<file path="config.mk">
export PLATFORM = sky130hd
export DESIGN_NAME = commu_top
export DESIGN_NICKNAME = d
export VERILOG_FILES = /design/src/commu_pkg.sv /design/src/commu_top.sv /design/src/commu_ctrl.sv /design/src/commu_rx.sv /design/src/commu_tx.sv
export VERILOG_INCLUDE_DIRS = /design/src
export SDC_FILE = /design/constraint.sdc
export NUM_CORES = 1
export LEC_CHECK = 0
export BUFFER_PORTS_ARGS = -buffer_cell sky130_fd_sc_hd__buf_2
export CELL_PAD_IN_SITES_DETAIL_PLACEMENT = 1
export CELL_PAD_IN_SITES_GLOBAL_PLACEMENT = 1
export CORE_ASPECT_RATIO = 0.5
export CORE_MARGIN = 10
export CORE_UTILIZATION = 45
export DETAILED_ROUTE_END_ITERATION = 10
export MAX_ROUTING_LAYER = met4
export PLACE_DENSITY_LB_ADDON = 0.1
export REMOVE_ABC_BUFFERS = 1
export SYNTH_ARGS = -nofsm -noshare
export SYNTH_HDL_FRONTEND = slang
export SYNTH_SLANG_ARGS = --single-unit
</file>
<file path="constraint.sdc">
create_clock -name clk_sys -period 4.5 [get_ports clk_sys]
set_input_delay 0.675 -clock clk_sys [delete_from_list [all_inputs] [get_ports clk_sys]]
set_output_delay 0.675 -clock clk_sys [all_outputs]
set_load 0.05 [all_outputs]
</file>
<file path="src/commu_params.svh">
// frame and timing constants of the serial link
// data width, bit-period counter width, stop bits, minimum bit period
`ifndef COMMU_PARAMS_SVH
`define COMMU_PARAMS_SVH

// ---------------------------------------------------------------------------
// frame layout
// ---------------------------------------------------------------------------

// payload bits per frame, sent msb first
`define COMMU_DATA_W 8

// stop bits at the end of a frame, always high on the line
`define COMMU_STOP_BITS 2

// ---------------------------------------------------------------------------
// bit timing
// ---------------------------------------------------------------------------

// bit-period counter, up to about one million cycles per bit
`define COMMU_PERIOD_W 20

// half a bit must still leave two cycles for the start check
`define COMMU_MIN_PERIOD 4

`endif
</file>
<file path="src/commu_pkg.sv">
// shared types of the serial link
// vector typedefs, FSM state enums and the packed status structs
`include "commu_params.svh"

package commu_pkg;

	// ------------------------------------------------------------------------
	// vectors
	// ------------------------------------------------------------------------
	typedef logic [`COMMU_DATA_W-1:0]   byte_t;
	typedef logic [`COMMU_PERIOD_W-1:0] period_t;
	// saturating count of bad frames
	typedef logic [7:0]                 err_cnt_t;

	// ------------------------------------------------------------------------
	// state machines
	// ------------------------------------------------------------------------
	typedef enum logic [2:0] {
		TX_IDLE,
		TX_START,
		TX_DATA,
		TX_STOP,
		TX_DONE
	} tx_state_e;

	typedef enum logic [2:0] {
		RX_IDLE,
		RX_START,
		RX_DATA,
		RX_STOP,
		RX_DONE
	} rx_state_e;

	typedef enum logic [1:0] {
		C_IDLE,
		C_FIRE,
		C_WAIT
	} ctrl_state_e;

	// ------------------------------------------------------------------------
	// bundles
	// ------------------------------------------------------------------------
	typedef struct packed {
		byte_t data;
		logic  frame_err;
	} rx_frame_t;

	typedef struct packed {
		logic     tx_busy;
		logic     rx_valid;
		byte_t    rx_data;
		err_cnt_t err_cnt;
	} host_status_t;

endpackage

</file>
<file path="src/commu_top.sv">
// top level of the serial link
// control module with transmitter and receiver on the two pins
module commu_top import commu_pkg::*; (
	input  logic         clk_sys,
	input  logic         rst_n,
	input  logic         cfg_wr,
	input  period_t      cfg_period,
	input  logic         send,
	input  byte_t        send_data,
	input  logic         rx,
	output logic         tx,
	output host_status_t status
);

	logic      fire_tx;
	logic      done_tx;
	byte_t     data_tx;
	period_t   tbit_period;
	logic      rx_done;
	rx_frame_t rx_frame;

	commu_ctrl i_ctrl (
		.clk_sys     (clk_sys),
		.rst_n       (rst_n),
		.cfg_wr      (cfg_wr),
		.cfg_period  (cfg_period),
		.send        (send),
		.send_data   (send_data),
		.done_tx     (done_tx),
		.rx_done     (rx_done),
		.rx_frame    (rx_frame),
		.fire_tx     (fire_tx),
		.data_tx     (data_tx),
		.tbit_period (tbit_period),
		.status      (status)
	);

	commu_tx i_tx (
		.clk_sys     (clk_sys),
		.rst_n       (rst_n),
		.fire_tx     (fire_tx),
		.data_tx     (data_tx),
		.tbit_period (tbit_period),
		.done_tx     (done_tx),
		.tx          (tx)
	);

	// receiver shares the programmed bit period
	commu_rx i_rx (
		.clk_sys     (clk_sys),
		.rst_n       (rst_n),
		.rx          (rx),
		.tbit_period (tbit_period),
		.rx_done     (rx_done),
		.rx_frame    (rx_frame)
	);

endmodule

</file>
<file path="src/commu_ctrl.sv">
// link control: period register, transmit holding register and sequencer
// receive result latch and saturating framing-error counter
`include "commu_params.svh"

module commu_ctrl import commu_pkg::*; (
	input  logic         clk_sys,
	input  logic         rst_n,
	input  logic         cfg_wr,
	input  period_t      cfg_period,
	input  logic         send,
	input  byte_t        send_data,
	input  logic         done_tx,
	input  logic         rx_done,
	input  rx_frame_t    rx_frame,
	output logic         fire_tx,
	output byte_t        data_tx,
	output period_t      tbit_period,
	output host_status_t status
);

	ctrl_state_e state;
	ctrl_state_e state_nxt;
	period_t     period_q;
	byte_t       data_q;
	byte_t       hold_q;
	logic        hold_full;
	logic        take_send;
	logic        take_hold;
	logic        fill_hold;
	logic        rx_valid_q;
	byte_t       rx_data_q;
	err_cnt_t    err_cnt_q;

	// bit period, host writes it only between frames
	always_ff @(posedge clk_sys or negedge rst_n) begin
		if (!rst_n)
			period_q <= period_t'(`COMMU_MIN_PERIOD);
		else if (cfg_wr)
			period_q <= cfg_period;
	end

	// ------------------------------------------------------------------------
	// transmit sequencer
	// ------------------------------------------------------------------------
	// a send goes straight out if the transmitter is free this cycle
	assign take_send = send && ((state == C_IDLE) ||
		(state == C_WAIT && done_tx && !hold_full));
	assign take_hold = (state == C_WAIT) && done_tx && hold_full;
	assign fill_hold = send && !take_send;

	always_comb begin
		state_nxt = state;
		case (state)
			C_IDLE: begin
				if (take_send)
					state_nxt = C_FIRE;
			end
			C_FIRE: state_nxt = C_WAIT;
			C_WAIT: begin
				if (take_send || take_hold)
					state_nxt = C_FIRE;
				else if (done_tx)
					state_nxt = C_IDLE;
			end
			default: state_nxt = C_IDLE;
		endcase
	end

	always_ff @(posedge clk_sys or negedge rst_n) begin
		if (!rst_n) begin
			state     <= C_IDLE;
			hold_full <= 1'b0;
		end else begin
			state <= state_nxt;
			if (fill_hold)
				hold_full <= 1'b1;
			else if (take_hold)
				hold_full <= 1'b0;
		end
	end

	always_ff @(posedge clk_sys) begin
		if (take_send)
			data_q <= send_data;
		else if (take_hold)
			data_q <= hold_q;
		if (fill_hold)
			hold_q <= send_data;
	end

	// ------------------------------------------------------------------------
	// receive side
	// ------------------------------------------------------------------------
	always_ff @(posedge clk_sys or negedge rst_n) begin
		if (!rst_n) begin
			rx_valid_q <= 1'b0;
			rx_data_q  <= '0;
			err_cnt_q  <= '0;
		end else begin
			rx_valid_q <= rx_done && !rx_frame.frame_err;
			if (rx_done && !rx_frame.frame_err)
				rx_data_q <= rx_frame.data;
			// count sticks at all ones
			if (rx_done && rx_frame.frame_err && err_cnt_q != '1)
				err_cnt_q <= err_cnt_q + 1'b1;
		end
	end

	assign fire_tx     = (state == C_FIRE);
	assign data_tx     = data_q;
	assign tbit_period = period_q;
	assign status      = '{tx_busy: hold_full, rx_valid: rx_valid_q,
		rx_data: rx_data_q, err_cnt: err_cnt_q};

endmodule

</file>
<file path="src/commu_rx.sv">
// serial receiver with input synchronizer and half-bit start check
// mid-bit data sampling, msb first, and stop-bit framing check
`include "commu_params.svh"

module commu_rx import commu_pkg::*; (
	input  logic      clk_sys,
	input  logic      rst_n,
	input  logic      rx,
	input  period_t   tbit_period,
	output logic      rx_done,
	output rx_frame_t rx_frame
);

	localparam int IDX_W     = $clog2(`COMMU_DATA_W);
	localparam int LAST_STOP = `COMMU_STOP_BITS - 1;

	logic [1:0]       rx_sync;
	logic             rx_line;
	logic             rx_prev;
	logic             fall;
	rx_state_e        state;
	period_t          cnt_cycle;
	period_t          half_period;
	logic             half_hit;
	logic             bit_hit;
	logic             cnt_clr;
	logic [IDX_W-1:0] bit_idx;
	byte_t            shift_q;
	logic             stop_err;

	// ------------------------------------------------------------------------
	// input synchronizer and edge detect
	// ------------------------------------------------------------------------
	always_ff @(posedge clk_sys or negedge rst_n) begin
		if (!rst_n) begin
			rx_sync <= 2'b11;
			rx_prev <= 1'b1;
		end else begin
			rx_sync <= {rx_sync[0], rx};
			rx_prev <= rx_line;
		end
	end

	assign rx_line = rx_sync[1];
	assign fall    = rx_prev && !rx_line;

	// ------------------------------------------------------------------------
	// sample timer
	// ------------------------------------------------------------------------
	assign half_period = tbit_period >> 1;
	assign half_hit    = (cnt_cycle == half_period - period_t'(1));
	assign bit_hit     = (cnt_cycle == tbit_period - period_t'(1));

	// restart at each sample point, hold at zero outside a frame
	always_comb begin
		case (state)
			RX_START:         cnt_clr = half_hit;
			RX_DATA, RX_STOP: cnt_clr = bit_hit;
			default:          cnt_clr = 1'b1;
		endcase
	end

	always_ff @(posedge clk_sys or negedge rst_n) begin
		if (!rst_n)
			cnt_cycle <= '0;
		else if (cnt_clr)
			cnt_cycle <= '0;
		else
			cnt_cycle <= cnt_cycle + period_t'(1);
	end

	// ------------------------------------------------------------------------
	// receive FSM
	// ------------------------------------------------------------------------
	always_ff @(posedge clk_sys or negedge rst_n) begin
		if (!rst_n) begin
			state   <= RX_IDLE;
			bit_idx <= '0;
		end else begin
			case (state)
				RX_IDLE: begin
					if (fall)
						state <= RX_START;
				end
				// line back high at half a bit means a glitch
				RX_START: begin
					if (half_hit) begin
						state   <= rx_line ? RX_IDLE : RX_DATA;
						bit_idx <= '0;
					end
				end
				RX_DATA: begin
					if (bit_hit) begin
						if (bit_idx == IDX_W'(`COMMU_DATA_W - 1)) begin
							state   <= RX_STOP;
							bit_idx <= '0;
						end else begin
							bit_idx <= bit_idx + 1'b1;
						end
					end
				end
				RX_STOP: begin
					if (bit_hit) begin
						if (bit_idx == IDX_W'(LAST_STOP))
							state <= RX_DONE;
						else
							bit_idx <= bit_idx + 1'b1;
					end
				end
				RX_DONE: state <= RX_IDLE;
				default: state <= RX_IDLE;
			endcase
		end
	end

	// data shifts in from the lsb end, first sample ends up in the msb
	always_ff @(posedge clk_sys) begin
		if (state == RX_DATA && bit_hit)
			shift_q <= {shift_q[`COMMU_DATA_W-2:0], rx_line};
		if (state == RX_START && half_hit)
			stop_err <= 1'b0;
		else if (state == RX_STOP && bit_hit && !rx_line)
			stop_err <= 1'b1;
	end

	assign rx_done  = (state == RX_DONE);
	assign rx_frame = '{data: shift_q, frame_err: stop_err};

endmodule

</file>
<file path="src/commu_tx.sv">
// serial transmitter with start bit, msb-first data and stop bits
// bit timing from a cycle counter that wraps at the bit period
`include "commu_params.svh"

module commu_tx import commu_pkg::*; (
	input  logic    clk_sys,
	input  logic    rst_n,
	input  logic    fire_tx,
	input  byte_t   data_tx,
	input  period_t tbit_period,
	output logic    done_tx,
	output logic    tx
);

	localparam int IDX_W     = $clog2(`COMMU_DATA_W);
	localparam int LAST_STOP = `COMMU_STOP_BITS - 1;

	tx_state_e        state;
	byte_t            data_q;
	period_t          cnt_cycle;
	logic [IDX_W-1:0] bit_idx;
	logic             send_bit;
	logic             finish_bit;

	// byte is captured only when a frame starts
	always_ff @(posedge clk_sys) begin
		if (state == TX_IDLE && fire_tx)
			data_q <= data_tx;
	end

	// ------------------------------------------------------------------------
	// main FSM
	// ------------------------------------------------------------------------
	always_ff @(posedge clk_sys or negedge rst_n) begin
		if (!rst_n) begin
			state   <= TX_IDLE;
			bit_idx <= '0;
		end else begin
			case (state)
				TX_IDLE: begin
					if (fire_tx)
						state <= TX_START;
				end
				TX_START: begin
					if (finish_bit) begin
						state   <= TX_DATA;
						bit_idx <= IDX_W'(`COMMU_DATA_W - 1);
					end
				end
				// index counts down through the data bits
				TX_DATA: begin
					if (finish_bit) begin
						if (bit_idx == '0) begin
							state <= TX_STOP;
						end else begin
							bit_idx <= bit_idx - 1'b1;
						end
					end
				end
				// and up through the stop bits
				TX_STOP: begin
					if (finish_bit) begin
						if (bit_idx == IDX_W'(LAST_STOP)) begin
							state <= TX_DONE;
						end else begin
							bit_idx <= bit_idx + 1'b1;
						end
					end
				end
				TX_DONE: state <= TX_IDLE;
				default: state <= TX_IDLE;
			endcase
		end
	end

	// ------------------------------------------------------------------------
	// bit timer
	// ------------------------------------------------------------------------
	assign send_bit   = (state != TX_IDLE) && (state != TX_DONE);
	assign finish_bit = send_bit && (cnt_cycle == tbit_period - period_t'(1));

	always_ff @(posedge clk_sys or negedge rst_n) begin
		if (!rst_n)
			cnt_cycle <= '0;
		else if (!send_bit || finish_bit)
			cnt_cycle <= '0;
		else
			cnt_cycle <= cnt_cycle + period_t'(1);
	end

	// line level, high outside a frame
	always_comb begin
		case (state)
			TX_START: tx = 1'b0;
			TX_DATA:  tx = data_q[bit_idx];
			default:  tx = 1'b1;
		endcase
	end

	assign done_tx = (state == TX_DONE);

endmodule

</file>
# Yosys cells after proc, flatten, opt, wreduce, memory -nomap -nowiden
# Index checks and enable logic that the tools add are counted.
# Widths: inputs -> output; s select.
[op_classes] reduce_logical=39 muxes=41 addsub=8 order_cmp=1 n_eq_ne=35
[ops] op="$mux 3" n=22
[ops] op="$eq 20x20->1" n=3
[ops] op="$add 20x1->20 const B" n=2
[ops] op="$mux 20" n=2
[ops] op="$ne 2x1->1 const B" n=13
[ops] op="$pmux 3 s4" n=2
[ops] op="$sub 19x1->20 const B" n=1
[ops] op="$sub 20x1->20 const B" n=1
[ops] op="$pmux 3 s3" n=2
[ops] op="$reduce_and 6->1" n=3
[ops] op="$logic_and 1x1->1" n=16
[ops] op="$mux 8" n=2
[ops] op="$eq 3x1->1 const B" n=4
[ops] op="$eq 3x2->1 const B" n=4
[ops] op="$eq 3x3->1 const B" n=3
[ops] op="$logic_not 3->1" n=3
[ops] op="$reduce_bool 3->1" n=3
[ops] op="$add 8x1->8 const B" n=1
[ops] op="$mux 2" n=4
[ops] op="$ne 8x8->1 const B" n=1
[ops] op="$add 3x1->3 const B" n=2
[ops] op="$ne 2x2->1 const B" n=3
[ops] op="$pmux 2 s3" n=1
[ops] op="$logic_not 1->1" n=5
[ops] op="15 further kinds" n=21
[word_totals] wordCells=143 input_bits=33 output_inout_bits=19 ff_bits=128

# Depth between registers and ports, before layout
[logic_depth] depth_word=8 mapped_depth=12 depth_no_buf=10

# Modules after synthesis
# From an unflattened synthesis, not the netlist that was laid out.
[hier_totals] hier_cells=798 area_unflattened_um2=8050.2
[by_module_without_submodules] module="commu_rx" seq_area_each_um2=989.7 cells_each=367 n_inst=1 area_per_inst_um2=3243.1
[by_module_without_submodules] module="commu_tx" seq_area_each_um2=890.9 cells_each=285 n_inst=1 area_per_inst_um2=2577.5
[by_module_without_submodules] module="commu_ctrl" seq_area_each_um2=1482.7 cells_each=146 n_inst=1 area_per_inst_um2=2229.6

# Worst setup path before layout
# OpenSTA, ideal clock, no wires.
[synth_timing] kind="register -> register" start="reg i_ctrl.period_q[2], in the netlist i_ctrl.tbit_period[2]" end="reg i_rx.shift_q[0] (enable)" setup_slack_ps=1152 synth_period_minus_slack_ps=3348 arrival_time_ps=2978 path_stages_with_launch=12 setup_time_ps=370 t_required_ps=4130 path_buffers=1 cell_sequence="dfstp_2 -> buf_2 -> inv_1 -> ha_1 -> or4b_1 -> nor4_1 -> xnor2_1 -> xnor2_1 -> nor3_1 -> nand4b_4 -> nand2b_1 -> nor2_1"
[synth_between] elab_chain_cells=3
[synth_rtl] element="start, declared" line_no="commu_ctrl.sv:23" text="period_t period_q;"
[synth_rtl] element="start signal, assigned" line_no="commu_ctrl.sv:37" text="period_q <= period_t'(`COMMU_MIN_PERIOD);"
[synth_rtl] element="start signal, assigned" line_no="commu_ctrl.sv:39" text="period_q <= cfg_period;"
[synth_rtl] element="$sub 20x1->20" line_no="commu_rx.sv:52" text="assign bit_hit = (cnt_cycle == tbit_period - period_t'(1));"
[synth_rtl] element="$eq 20x20->1" line_no="commu_rx.sv:52"
[synth_rtl] element="$logic_and 1x1->1" line_no="commu_rx.sv:118" text="if (state == RX_DATA && bit_hit)"
[synth_rtl] element="end signal, assigned" line_no="commu_rx.sv:119" text="shift_q <= {shift_q[`COMMU_DATA_W-2:0], rx_line};"
[synth_rtl] element="end, declared" line_no="commu_rx.sv:28" text="byte_t shift_q;"
# Every way passes these cells.
# A chain may end at the register's enable or synchronous reset.

# Final worst setup path
[layout_timing] start="reg i_ctrl.period_q[1], in the netlist i_ctrl.tbit_period[1]" end="reg i_rx.shift_q[7] (enable)"
# Same word-level chain as after synthesis.

==> results.sh <==
export IMPL_rsz0062_at_grt="false"
export IMPL_track_usage_pct=18.22
export IMPL_period_share_pct=86.18
export IMPL_cts_buffers=17
export IMPL_crit_fanout=8
export IMPL_core_um2=16430
export IMPL_worst_setup_path_start_kind="register"
export IMPL_vias_per_cell=5.622
export IMPL_fin_ws_ps=621.7
export IMPL_synth_seq_cells=128
export IMPL_synth_area_mux_share_pct=5.848
export IMPL_path_class="reg -> reg"
export IMPL_min_from="rx"
export IMPL_drive_gt1_share_pct=19.85
export IMPL_syn2layout_area_growth_pct=13.24
export IMPL_synth_top_family_by_area="simple AND/OR/NAND/NOR gates"
export IMPL_cts_sinks=128
export IMPL_grt_pass1_wl_mm=32.54
export IMPL_async_flop_share_pct=74.22
export IMPL_die_x_um=203.2
export IMPL_arrival_ps=3930
export IMPL_p_per_area_nw_per_um2=422.1
export IMPL_final_area_um2=8552
export IMPL_clkLatencyLatePin_ps=420
export IMPL_initial_core_util_pct=45.96
export IMPL_synth_area_top_cells="dfrtp_1, edfxtp_1, xnor2_1"
export IMPL_dp_cells=976
export IMPL_clk_transition_reported_paths_ps=60
export IMPL_yosysSeqAreaShare_pct=44.53
export IMPL_r2r_cells=10
export IMPL_route_met2_wl_mm=9.373
export IMPL_postCtsHoldBufs=0
export IMPL_postCtsSetupRepairBufs=0
export IMPL_synth_top_area_share_pct=30.15
export IMPL_place_area_um2=7968
export IMPL_netlist_area_um2=7552
export IMPL_cap_violations=0
export IMPL_place_ws_ps=648.7
export IMPL_dieArea_um2=22680
export IMPL_cts_resized=0
export IMPL_cp_required_ps=4550
export IMPL_finalHoldViolCount=0
export IMPL_grt_overflow=0
export IMPL_tritoncts="done"
export IMPL_drtIter0Drc=313
export IMPL_nNetsFinal=814
export IMPL_die_h_um=111.6
export IMPL_crit_start="i_ctrl.tbit_period[1]"
export IMPL_synth_largest_area_cell="dfrtp_1"
export IMPL_antenna_left=0
export IMPL_root_buffer="clkbuf_16"
export IMPL_fmax_mhz=257.8
export IMPL_synth_edff_count=32
export IMPL_wl_met1_mm=9.169
export IMPL_r2r_end="i_rx.shift_q[7]"
export IMPL_routabilityCongestion=0.8975
export IMPL_io_pins=52
export IMPL_via_count=5667
export IMPL_vdd_drop_max_mv=0.2704
export IMPL_synthCells=731
export IMPL_h_tree_depth=4
export IMPL_drcViolationCount=0
export IMPL_p_leak_nw=3.540
export IMPL_synthSimpleGateAreaFrac_pct=22.86
export IMPL_drt_total_wl_mm=19.64
export IMPL_synth_distinct_cells=80
export IMPL_top_layer="met4"
export IMPL_grt_pass1_vias=6118
export IMPL_clk_path_buf_depth=2
export IMPL_slew_headroom_pct=37.46
export IMPL_synth_xor_area_share_pct=14.56
export IMPL_ys_warn_count=0
export IMPL_dr_wl_met3_um=814
export IMPL_antenna_cells=0
export IMPL_tightest_slew_ps=938.1
export IMPL_first_pass_iters=4
export IMPL_antenna_found_initial=0
export IMPL_finClkSkew_ps=8.235
export IMPL_layoutNonFillerInstCount=1008
export IMPL_status="completed"
export IMPL_rows=33
export IMPL_regToRegStartpoint="i_ctrl.tbit_period[1]"
export IMPL_syn_avg_cell_area_um2=10.33
export IMPL_ff2ff_setup_slack_ps=620
export IMPL_period_needed_ps=3878
export IMPL_dp_hpwl_mm=14.30
export IMPL_port_buffers=51
export IMPL_setup_violations=0
export IMPL_grt_max_degree=71
export IMPL_fin_tns_setup_ps=0
export IMPL_synth_flop_cell="dfrtp_1"
export IMPL_synth_fa_ha_area_share_pct=2.154
export IMPL_critPathCapture="i_rx.shift_q[7]"
export IMPL_routedWlPerCell_um=19.49
export IMPL_final_max_slew_viol_count=0
export IMPL_synth_compound_area_share_pct=6.329
export IMPL_hold_class="in -> reg"
export IMPL_endpoint_kind="register"
[through the flow]
stage	util (%)	hold slack (ps)	power, mW
after global routing	52.04	345.5	3.787
after CTS	52.04	346.1	3.643
after detailed placement	48.48	349.0	2.250
final	52.04	363.7	3.610
after floorplan	-	345.2	1.995
after global placement	48.48	362.4	2.232
[routing by layer]
metal  track usage (%)  vias to the layer above
li1                  -                     2668
met1             22.30                     2869
met2             29.46                      103
met3             4.485                       27
met4             4.990                        0
met5                 -                        -
[cell usage after synthesis (3+ instances only)]
master and count:
dfrtp_1 91, xnor2_1 75, nor2_1 59, nand2_1 51, xor2_1 48, nor3_1 40, edfxtp_1 32, mux2_2 29
nand3_1 29, clkbuf_1 27, inv_1 19, nand4_1 18, and3_1 15, nor4_1 14, ha_1 13, o21ai_0 13
a21oi_1 12, buf_2 8, mux2i_1 7, nor2b_1 7, and4_1 6, nand2b_1 6, buf_4 5, nor3b_1 5
a31oi_1 4, dfstp_2 4, nand3b_1 4, nor4_4 4, o22ai_1 4, or2_2 4, or3_1 4, or4_1 4
a21o_1 3, and2_1 3, nand4b_1 3, nor4_2 3, o2111ai_1 3, or3b_2 3
[cell type report]
cell class	count	area [um2]
well taps	227	284.0
flip-flops and latches	128	3363
fillers	1820	7881
multi-input cells	540	3909
clock buffers	18	429.2
clock inverters	14	155.1
repair buffers	62	340.3
inverters	19	71.32
[worst min-delay path by stage]
stage          slack, ps  cells past startpoint              end
3_5_place_dp         350                      0  i_rx.rx_sync[1]
6_report             360                      1  i_rx.rx_sync[0]
5_1_grt              350                      1  i_rx.rx_sync[0]
3_3_place_gp         360                      0  i_rx.rx_sync[1]
2_1_floorplan        350                      0  i_rx.rx_sync[1]
4_1_cts              350                      1  i_rx.rx_sync[0]
[power by group]
| part | internal [mW] | switching, mW |
|---|---|---|
| clock | 0.825 | 0.552 |
| combinational | 0.302 | 0.397 |
| sequential | 1.34 | 0.189 |
[worst max-delay path, stage by stage, from the launching register on]
cell and delay, ps:
dfrtp_1 410, inv_1 200, ha_1 280, or4b_1 570, nor4_1 350, xnor2_1 270, xnor2_1 150, nor3_1 380
nand4b_4 180, nand2b_1 200, nor2_1 500
[registers in the layout, summed over array words and instances, names as in the netlist, 8 cells and up]
| register | flops |
|---|---|
| i_tx.data_q | 8 |
| i_ctrl.tbit_period | 20 |
| i_ctrl.err_cnt_q | 8 |
| i_rx.shift_q | 8 |
| i_tx.cnt_cycle | 20 |
| i_ctrl.data_tx | 8 |
| i_ctrl.rx_data_q | 8 |
| i_rx.cnt_cycle | 20 |
| i_ctrl.hold_q | 8 |
[cells in the final DEF (no fill, tap or decap), types with 15 or more instances in the layout]
master	instances
and3_1	15
buf_2	50
clkbuf_16	17
dfrtp_1	91
edfxtp_1	32
inv_1	19
mux2_2	29
nand2_1	51
nand3_1	29
nand4_1	18
nor2_1	59
nor3_1	40
xnor2_1	75
xor2_1	48
[cells by family (layout without fill, tap and decap cells)]
kind of cell               after synthesis  in the layout
buffers and inverters                   63            113
and+or+nand+nor                        298            298
adders and majority gates               13             13
xor gates and xnor gates               124            124
AOI/OAI and AO/OA                       67             67
muxes                                   38             38
DFF                                    128            128
Power figures use the tool's default switching activity.
